$ cat src/source/fetch_settings.svh
/*
 * Build-time sizes of the instruction fetch front end:
 * address and branch number widths, cache geometry,
 * reset fetch address and warm-up length
 */
`ifndef FETCH_SETTINGS_SVH
`define FETCH_SETTINGS_SVH

// Width of a fetch address in bits
`define FETCH_PC_BITS 32

// Width of the branch number that tags each fetch path
`define FETCH_BNO_BITS 5

// Instruction words in one cache line and thus in one 16-byte fetch group
`define FETCH_LINE_WORDS 4

// Number of lines in the direct-mapped instruction cache as a power of two
`define FETCH_ICACHE_LINES 8

// First address fetched once reset is released
`define FETCH_RESET_PC 32'h0000_0100

// Cycles after reset during which the fetch stage only emits NOP lines
`define FETCH_WARMUP_CYCLES 4

`endif

$ cat src/source/fetch_pkg.sv
/*
 * Shared types of the fetch front end: address, branch number,
 * instruction word, cache line and half line, the opcode enum
 * and the NOP instruction word
 */
`include "fetch_settings.svh"

package fetch_pkg;

	// Instruction words are always 32 bits wide
	localparam int INSTR_BITS = 32;

	// Fetch address and branch number
	typedef logic [`FETCH_PC_BITS-1:0] pc_t;
	typedef logic [`FETCH_BNO_BITS-1:0] bno_t;

	// Major opcode held in the top seven bits of every instruction word
	typedef enum logic [6:0] {
		OP_NOP    = 7'h3f,
		OP_ALU    = 7'h01,
		OP_LOAD   = 7'h02,
		OP_STORE  = 7'h03,
		OP_BRANCH = 7'h04,
		OP_JUMP   = 7'h05
	} opcode_e;

	typedef logic [INSTR_BITS-1:0] instr_t;

	// A full cache line with slot 0 in the low word
	typedef logic [`FETCH_LINE_WORDS*INSTR_BITS-1:0] line_t;

	// Half a line, as delivered by the instruction injection path
	typedef logic [`FETCH_LINE_WORDS*INSTR_BITS/2-1:0] half_line_t;

	// NOP opcode with every other field cleared
	localparam instr_t NOP_WORD = {OP_NOP, {(INSTR_BITS - $bits(opcode_e)){1'b0}}};

endpackage

$ cat src/source/fetch_pc_sequencer.sv
/*
 * Fetch address sequencer: holds the sequential fetch address and
 * the current branch number, handles redirects, holds on a cache
 * miss and hands the address over to the micro-machine
 */
`timescale 1ns/100ps
`include "fetch_settings.svh"

module fetch_pc_sequencer (
	input  logic             clk,
	input  logic             rst,
	input  logic             en_i,
	input  logic             stall_i,
	input  logic             hit_i,
	input  logic             redirect_i,
	input  fetch_pkg::pc_t   redirect_pc_i,
	input  logic             mc_active_i,
	input  fetch_pkg::pc_t   mc_adr_i,
	output fetch_pkg::pc_t   pc_o,
	output fetch_pkg::bno_t  bno_o
);

	// ======================================================================
	// Constants
	// ======================================================================

	// One fetch group covers a whole cache line
	localparam fetch_pkg::pc_t LINE_BYTES = fetch_pkg::pc_t'(`FETCH_LINE_WORDS * 4);

	// First path after reset carries branch number 1
	localparam fetch_pkg::bno_t FIRST_BNO = fetch_pkg::bno_t'(1);

	// ======================================================================
	// Address and branch number registers
	// ======================================================================

	fetch_pkg::pc_t  pc_q;
	fetch_pkg::bno_t bno_q;

	// High when the sequential address may step to the next line
	logic advance;

	// The group only moves on when the pipe takes it and the cache delivered it
	// Under the micro-machine the sequential address is parked
	assign advance = en_i & ~stall_i & hit_i & ~mc_active_i;

	always_ff @(posedge clk) begin
		if (rst) begin
			pc_q <= `FETCH_RESET_PC;
			bno_q <= FIRST_BNO;
		end
		else if (redirect_i) begin
			// A redirect opens a new path
			// The new number lets later stomps find groups of the old path
			pc_q <= redirect_pc_i;
			bno_q <= bno_q + FIRST_BNO;
		end
		else if (advance) begin
			pc_q <= pc_q + LINE_BYTES;
		end
		// Miss, stall and micro-machine all fall through and hold the address
	end

	// ======================================================================
	// Outputs
	// ======================================================================

	// While the micro-machine runs, the cache and fetch stage see its address
	// The sequential address stays in pc_q and resumes once it releases
	assign pc_o = mc_active_i ? mc_adr_i : pc_q;

	// Branch number of the group currently being looked up
	assign bno_o = bno_q;

endmodule

$ cat src/source/fetch_icache.sv
/*
 * Direct-mapped instruction cache: data, tag and valid arrays,
 * line fills from an external strobe and a combinational lookup
 * of the current fetch address
 */
`timescale 1ns/100ps
`include "fetch_settings.svh"

module fetch_icache (
	input  logic              clk,
	input  logic              rst,
	input  fetch_pkg::pc_t    pc_i,
	input  logic              fill_valid_i,
	input  fetch_pkg::pc_t    fill_adr_i,
	input  fetch_pkg::line_t  fill_line_i,
	output logic              hit_o,
	output fetch_pkg::line_t  line_o
);

	// ======================================================================
	// Address split
	// ======================================================================

	// Byte offset within a 16-byte line
	localparam int OFFSET_BITS = $clog2(`FETCH_LINE_WORDS * 4);

	// Line index into the arrays
	localparam int INDEX_BITS = $clog2(`FETCH_ICACHE_LINES);

	// Everything above the index is stored as the tag
	localparam int TAG_BITS = `FETCH_PC_BITS - INDEX_BITS - OFFSET_BITS;

	logic [INDEX_BITS-1:0] rd_index;
	logic [TAG_BITS-1:0]   rd_tag;
	logic [INDEX_BITS-1:0] wr_index;
	logic [TAG_BITS-1:0]   wr_tag;

	// Lookup side follows the fetch address
	assign rd_index = pc_i[OFFSET_BITS +: INDEX_BITS];
	assign rd_tag = pc_i[OFFSET_BITS + INDEX_BITS +: TAG_BITS];

	// Fill side follows the refill address
	assign wr_index = fill_adr_i[OFFSET_BITS +: INDEX_BITS];
	assign wr_tag = fill_adr_i[OFFSET_BITS + INDEX_BITS +: TAG_BITS];

	// ======================================================================
	// Storage
	// ======================================================================

	fetch_pkg::line_t    data_mem [0:`FETCH_ICACHE_LINES-1];
	logic [TAG_BITS-1:0] tag_mem  [0:`FETCH_ICACHE_LINES-1];

	// One valid bit per line
	logic [`FETCH_ICACHE_LINES-1:0] valid_q;

	// Valid bits are the only cache state that reset touches
	// An empty cache then misses on every address
	always_ff @(posedge clk) begin
		if (rst) begin
			valid_q <= '0;
		end
		else if (fill_valid_i) begin
			valid_q[wr_index] <= 1'b1;
		end
	end

	// A fill replaces the whole line and its tag in one edge
	// The old line at that index is simply overwritten
	always_ff @(posedge clk) begin
		if (fill_valid_i) begin
			data_mem[wr_index] <= fill_line_i;
			tag_mem[wr_index] <= wr_tag;
		end
	end

	// ======================================================================
	// Lookup
	// ======================================================================

	// A fill written at an edge hits from the next cycle on because the lookup is combinational
	assign hit_o = valid_q[rd_index] && (tag_mem[rd_index] == rd_tag);

	// The line is presented whether or not it hit
	// The fetch stage swaps in NOPs on a miss
	assign line_o = data_mem[rd_index];

endmodule

$ cat src/source/fetch_stage.sv
/*
 * Fetch pipeline register: slot addresses of the fetch group,
 * warm-up after reset, NOP fill on miss, stomp, NMI and flush,
 * half-line injection and the registered flags
 */
`timescale 1ns/100ps
`include "fetch_settings.svh"

module fetch_stage (
	input  logic                    clk,
	input  logic                    rst,
	input  logic                    en_i,
	input  logic                    stall_i,
	input  fetch_pkg::pc_t          pc_i,
	input  fetch_pkg::bno_t         bno_i,
	input  logic                    mc_active_i,
	input  logic                    hit_i,
	input  fetch_pkg::line_t        line_i,
	input  logic                    flush_i,
	input  logic                    nmi_i,
	input  logic                    stomp_i,
	input  fetch_pkg::bno_t         stomp_bno_i,
	input  logic                    inject_i,
	input  fetch_pkg::half_line_t   inj_line_i,
	output fetch_pkg::pc_t          pc0_fet_o,
	output fetch_pkg::pc_t          pc1_fet_o,
	output fetch_pkg::pc_t          pc2_fet_o,
	output fetch_pkg::pc_t          pc3_fet_o,
	output fetch_pkg::bno_t         bno_fet_o,
	output fetch_pkg::line_t        line_fet_o,
	output logic                    miss_fet_o,
	output logic                    flush_fet_o,
	output logic                    mc_active_fet_o
);

	// ======================================================================
	// Constants and control
	// ======================================================================

	localparam fetch_pkg::line_t NOP_LINE = {`FETCH_LINE_WORDS{fetch_pkg::NOP_WORD}};
	localparam fetch_pkg::half_line_t NOP_HALF = {(`FETCH_LINE_WORDS/2){fetch_pkg::NOP_WORD}};

	localparam int WARM_BITS = $clog2(`FETCH_WARMUP_CYCLES + 1);

	// The group moves into the stage only when enabled and not stalled
	logic advance;
	assign advance = en_i & ~stall_i;

	// Counts up once after reset and then sticks at the limit
	logic [WARM_BITS-1:0] warm_cnt;
	logic warm;

	always_ff @(posedge clk) begin
		if (rst) begin
			warm_cnt <= '0;
		end
		else if (warm) begin
			warm_cnt <= warm_cnt + 1'b1;
		end
	end

	assign warm = (warm_cnt != WARM_BITS'(`FETCH_WARMUP_CYCLES));

	// A stomp only kills groups whose branch number differs from the surviving path
	logic kill;
	assign kill = ~hit_i | (stomp_i & (bno_i != stomp_bno_i)) | nmi_i | flush_i;

	// ======================================================================
	// Slot addresses
	// ======================================================================

	// Each word of the group gets its own address, 4 bytes apart
	// Micro-code runs one word at a time, so every slot repeats the address
	fetch_pkg::pc_t slot_pc [0:`FETCH_LINE_WORDS-1];

	always_comb begin
		for (int i = 0; i < `FETCH_LINE_WORDS; i++) begin
			slot_pc[i] = mc_active_i ? pc_i : pc_i + fetch_pkg::pc_t'(4 * i);
		end
	end

	// Addresses and flags only follow an advance, so a stall holds them
	always_ff @(posedge clk) begin
		if (rst) begin
			pc0_fet_o <= `FETCH_RESET_PC;
			pc1_fet_o <= `FETCH_RESET_PC + 4;
			pc2_fet_o <= `FETCH_RESET_PC + 8;
			pc3_fet_o <= `FETCH_RESET_PC + 12;
			bno_fet_o <= fetch_pkg::bno_t'(1);
			miss_fet_o <= 1'b0;
			flush_fet_o <= 1'b0;
			mc_active_fet_o <= 1'b0;
		end
		else if (advance) begin
			pc0_fet_o <= slot_pc[0];
			pc1_fet_o <= slot_pc[1];
			pc2_fet_o <= slot_pc[2];
			pc3_fet_o <= slot_pc[3];
			bno_fet_o <= bno_i;
			miss_fet_o <= ~hit_i;
			flush_fet_o <= flush_i;
			mc_active_fet_o <= mc_active_i;
		end
	end

	// ======================================================================
	// Line selection
	// ======================================================================

	// Warm-up wins over everything, then injection, then the kill conditions
	// Injection loads even under stall
	always_ff @(posedge clk) begin
		if (rst) begin
			line_fet_o <= NOP_LINE;
		end
		else if (warm) begin
			line_fet_o <= NOP_LINE;
		end
		else if (inject_i) begin
			line_fet_o <= {NOP_HALF, inj_line_i};
		end
		else if (advance) begin
			line_fet_o <= kill ? NOP_LINE : line_i;
		end
	end

endmodule

$ cat src/source/fetch_unit.sv
/*
 * Fetch front end top level: the address sequencer, the
 * instruction cache and the fetch stage register
 */
`timescale 1ns/100ps

module fetch_unit (
	input  logic                   clk,
	input  logic                   rst,
	input  logic                   en_i,
	input  logic                   stall_i,
	input  logic                   redirect_i,
	input  fetch_pkg::pc_t         redirect_pc_i,
	input  logic                   mc_active_i,
	input  fetch_pkg::pc_t         mc_adr_i,
	input  logic                   fill_valid_i,
	input  fetch_pkg::pc_t         fill_adr_i,
	input  fetch_pkg::line_t       fill_line_i,
	input  logic                   flush_i,
	input  logic                   nmi_i,
	input  logic                   stomp_i,
	input  fetch_pkg::bno_t        stomp_bno_i,
	input  logic                   inject_i,
	input  fetch_pkg::half_line_t  inj_line_i,
	output fetch_pkg::pc_t         pc0_fet_o,
	output fetch_pkg::pc_t         pc1_fet_o,
	output fetch_pkg::pc_t         pc2_fet_o,
	output fetch_pkg::pc_t         pc3_fet_o,
	output fetch_pkg::bno_t        bno_fet_o,
	output fetch_pkg::line_t       line_fet_o,
	output logic                   miss_fet_o,
	output logic                   flush_fet_o,
	output logic                   mc_active_fet_o
);

	// Current fetch address and its path number
	fetch_pkg::pc_t   pc;
	fetch_pkg::bno_t  bno;

	// Cache result for that address, also steering the sequencer
	logic             hit;
	fetch_pkg::line_t line;

	fetch_pc_sequencer i_fetch_pc_sequencer (
		.clk           (clk),
		.rst           (rst),
		.en_i          (en_i),
		.stall_i       (stall_i),
		.hit_i         (hit),
		.redirect_i    (redirect_i),
		.redirect_pc_i (redirect_pc_i),
		.mc_active_i   (mc_active_i),
		.mc_adr_i      (mc_adr_i),
		.pc_o          (pc),
		.bno_o         (bno)
	);

	fetch_icache i_fetch_icache (
		.clk          (clk),
		.rst          (rst),
		.pc_i         (pc),
		.fill_valid_i (fill_valid_i),
		.fill_adr_i   (fill_adr_i),
		.fill_line_i  (fill_line_i),
		.hit_o        (hit),
		.line_o       (line)
	);

	fetch_stage i_fetch_stage (
		.clk             (clk),
		.rst             (rst),
		.en_i            (en_i),
		.stall_i         (stall_i),
		.pc_i            (pc),
		.bno_i           (bno),
		.mc_active_i     (mc_active_i),
		.hit_i           (hit),
		.line_i          (line),
		.flush_i         (flush_i),
		.nmi_i           (nmi_i),
		.stomp_i         (stomp_i),
		.stomp_bno_i     (stomp_bno_i),
		.inject_i        (inject_i),
		.inj_line_i      (inj_line_i),
		.pc0_fet_o       (pc0_fet_o),
		.pc1_fet_o       (pc1_fet_o),
		.pc2_fet_o       (pc2_fet_o),
		.pc3_fet_o       (pc3_fet_o),
		.bno_fet_o       (bno_fet_o),
		.line_fet_o      (line_fet_o),
		.miss_fet_o      (miss_fet_o),
		.flush_fet_o     (flush_fet_o),
		.mc_active_fet_o (mc_active_fet_o)
	);

endmodule

$ cat config.mk
export PLATFORM = sky130hd
export DESIGN_NAME = fetch_unit
export DESIGN_NICKNAME = d
export VERILOG_FILES = /design/src/source/fetch_pkg.sv /design/src/source/fetch_pc_sequencer.sv /design/src/source/fetch_icache.sv /design/src/source/fetch_stage.sv /design/src/source/fetch_unit.sv
export VERILOG_INCLUDE_DIRS = /design/src /design/src/source
export SDC_FILE = /design/constraint.sdc
export NUM_CORES = 2
export LEC_CHECK = 0
export ABC_AREA = 1
export ABC_CLOCK_PERIOD_IN_PS = 10300
export BUFFER_PORTS_ARGS = -buffer_cell sky130_fd_sc_hd__buf_2
export CORE_UTILIZATION = 59
export CTS_CLUSTER_DIAMETER = 30
export CTS_CLUSTER_SIZE = 28
export DETAILED_ROUTE_END_ITERATION = 6
export PLACE_DENSITY_LB_ADDON = 0.1
export SYNTH_ARGS = -nofsm -noshare
export SYNTH_HDL_FRONTEND = slang
export SYNTH_SLANG_ARGS = --single-unit
$ cat constraint.sdc
create_clock -name clk -period 10.3 [get_ports clk]
set_input_delay 2.06 -clock clk [delete_from_list [all_inputs] [get_ports clk]]
set_output_delay 2.06 -clock clk [all_outputs]
set_load 0.005 [all_outputs]
==> results.json <==
{
  "postSynthAreaPerCell_sq_um": 11.1,
  "synthTopCellsByArea": "edfxtp_1 (59%), dfxtp_1 (9.8%), nand2_1 (7.7%)",
  "outcome": "complete, no violations",
  "yosys.area.top_type_share_pct": 59.2,
  "start_kind": "primary input",
  "fin_cells": 7813,
  "drtPass1Iterations": 6,
  "root_buffer": "clkbuf_16",
  "area_growth_pct": 22.8,
  "finalHoldViolations": 0,
  "leakagePower_nw": 28.3,
  "hold_path_class": "reg -> reg",
  "numCtsBuffers": 306,
  "fmaxAchievable_mhz": 143,
  "yosysSeqAreaShare_pct": 69.0,
  "dp.final_hpwl_um": 104000,
  "fp.coreArea_sq_um": 104000,
  "ios": 568,
  "post_cts_buffers": 0,
  "worst_pin_slew_ps": 1300,
  "grt-ovfl-total": 0,
  "drt-total-wl_um": 184000,
  "cpMaxStageDelayCell": "buf_4",
  "synth_top_cells_by_count": "nand2_1 (1276), edfxtp_1 (1224), nor2_1 (497)",
  "synth_edf_count": 1224,
  "ctsLongestPathBuffers": 4,
  "finalCriticalPeriod_ps": 6980,
  "worstHoldStart": "i_fetch_stage.line_fet_o[67]$_SDFFE_PP0P_",
  "setup_violations": 0,
  "cap_violations": 0,
  "rr_endpoint": "i_fetch_stage.line_fet_o[80]$_SDFFE_PP0P_",
  "power.internal_w": 0.0139,
  "design_area_sq_um": 76200,
  "syn_area_sq_um": 62100,
  "critPathRequiredTime_ps": 11070,
  "placed_area_sq_um": 65900,
  "setup_tns_ps": 0,
  "cts_resized": 0,
  "drtIter0Drc": 5224,
  "cts_tree": "yes",
  "ir_drop_mv": 0.172,
  "path_delay_family": "buffers and inverters",
  "grt_antenna_before_repair": 70,
  "grt_pass1_vias": 45500,
  "crit_buf_inv": 6,
  "holdPathEnd": "i_fetch_stage.line_fet_o[67]$_SDFFE_PP0P_",
  "p_seq_share_pct": 38.8,
  "wl_per_cell_um": 23.6,
  "yosys.area.top_type": "edfxtp_1",
  "cp_max_fo": 68,
  "cp.arrival_ps": 7750,
  "combPwrFrac_pct": 6.7,
  "r2r-start": "i_fetch_pc_sequencer.pc_q[6]$_SDFFE_PP0P_",
  "dp_cells": 7247,
  "die_w_um": 326,
  "worstSetupPathType": "in -> reg",
  "r2r_slack_ps": 4700,
  "p_clk_share_pct": 54.5,
  "num_rows": 118,
  "gp_congestion": 0.983,
  "dr_total_vias": 47100,
  "ys_seq_elements": 1528,
  "yosysWarningCount": 0,
  "drc": 0,
  "powerDensity_nw_per_um2": 236,
  "clock_skew_ps": 43.7,
  "grt_setup_unrepaired": "no",
  "holdPathStages": 2,
  "synth_nets": 5896,
  "synth_cell_type_count": 49,
  "async_reset_ff_share_pct": 0,
  "synthCells": 5584,
  "htreeDepth": 5,
  "cts_sinks": 1528,
  "vias_per_cell": 6.03,
  "slew_viol_final": 0,
  "grt.total_usage_pct": 34.2,
  "die_h_um": 326,
  "cpMostUsedCell": "nand2_1",
  "clock_latency_ps": 880,
  "synth_most_common_cell": "nand2_1",
  "swShare_pct": 22.7,
  "nNetsFinal": 6487,
  "ff2ff_path_depth": 17,
  "end_kind": "flop",
  "initial_core_util_pct": 59.7,
  "cp_slowest_stage_delay_ps": 890,
  "whs_ps": 459,
  "cts_hold_buf": 0,
  "max_slew_margin_pct": 12.7,
  "layout-drive-gt1-share_pct": 19.0,
  "period_share_pct": 67.8,
  "p_switching_w": 0.00408,
  "ys.flop_type": "edfxtp_1",
  "grt_pass1_wl_um": 275000,
  "crit_chain": "buf_2 -> buf_4 -> nand2_1 -> o21ai_4 -> buf_4 -> buf_4 -> nand3_1 -> nand2_1 -> nand2_1 -> nand2_1 -> nand2_1 -> nor2_1 -> nand3_1 -> nor2_2 -> nand2_2 -> inv_4 -> buf_4 -> nand2_1 -> a21oi_1",
  "portBuffers": 563,
  "ant_nets": 0,
  "grt_max_degree": 224,
  "clk_pin_slew_worst_paths_ps": 40,
  "dieArea_sq_um": 106000
}
tightest hold or removal path, cell delays in order, from the launching register on:
cell,delay [ps]
dfxtp_1,300
nand2_1,60
a21oi_1,50
per-layer routing:
metal | GRT usage [%] | share of wire, %
met5 | 0 | 0.17
met2 | 54.4 | 47
met1 | 44.6 | 38
met3 | 7.72 | 9.7
met4 | 17.0 | 4.6
stage by stage:
stage               power [W]  utilization, %  worst slack, ps
global route           0.0184            73.3             3100
finish                 0.0180            73.3             3320
floorplan             0.00781               -              967
CTS                    0.0180            73.3             3310
detailed placement    0.00826            63.4             2530
global placement      0.00823            63.4             2610
logic make-up after synthesis:
kind of cell	share of synthesized area [%]
xor gates and xnor gates	0.296
buffers and inverters	4.16
and+or+nand+nor	14.7
muxes	0.0161
AOI/OAI and AO/OA	11.7
adders and majority gates	0.161
DFF	69.0
layout by cell type (no fill, tap or decap), drive strengths merged, types with 70 or more instances in the layout:
master     n
buf      644
o21ai    349
edfxtp  1224
clkinv    70
inv      292
clkbuf   360
a32o     114
a21oi    394
dfxtp    304
nor2     501
nand2   1284
nand3    383
worst max path at each step:
stage                  start                                         end  slack (ps)  cells after the start
2_1_floorplan  fill_adr_i[6]     i_fetch_icache.data_mem[4][0]$_DFFE_PP_         970                      4
3_3_place_gp     mc_active_i  i_fetch_stage.line_fet_o[113]$_SDFFE_PP0P_        2610                     19
3_5_place_dp     mc_active_i  i_fetch_stage.line_fet_o[115]$_SDFFE_PP0P_        2530                     19
4_1_cts          mc_active_i   i_fetch_stage.line_fet_o[80]$_SDFFE_PP0P_        3310                     19
5_1_grt          mc_active_i   i_fetch_stage.line_fet_o[88]$_SDFFE_PP0P_        3100                     19
6_report         mc_active_i   i_fetch_stage.line_fet_o[80]$_SDFFE_PP0P_        3320                     19
power groups by stage:
stage               registers, W  clock network, W  logic (W)
floorplan                0.00709                 0   0.000712
global placement         0.00708                 0    0.00115
detailed placement       0.00708                 0    0.00117
CTS                      0.00697           0.00984    0.00118
global route             0.00699            0.0101    0.00130
finish                   0.00698           0.00980    0.00120
sequential cells by signal, indices dropped and copies added, names as in the netlist, 8 cells and up:
signal                     cells
i_fetch_icache.data_mem     1024
i_fetch_icache.tag_mem       200
i_fetch_stage.line_fet_o     128
i_fetch_pc_sequencer.pc_q     32
i_fetch_stage.pc3_fet_o       32
i_fetch_stage.pc2_fet_o       30
i_fetch_stage.pc0_fet_o       29
i_fetch_stage.pc1_fet_o       29
i_fetch_icache.valid_q         8
final cells by class:
class                   instances  area, sq um
multi-input cells            3427        16800
fillers                      6959        27700
well taps                    1380         1730
flip-flops and latches       1528        42800
repair buffers                644         3530
diodes                         28         70.1
inverters                     268         1020
clock buffers                 360         8010
clock inverters               178         2230
(Power assumes the default switching activity.)
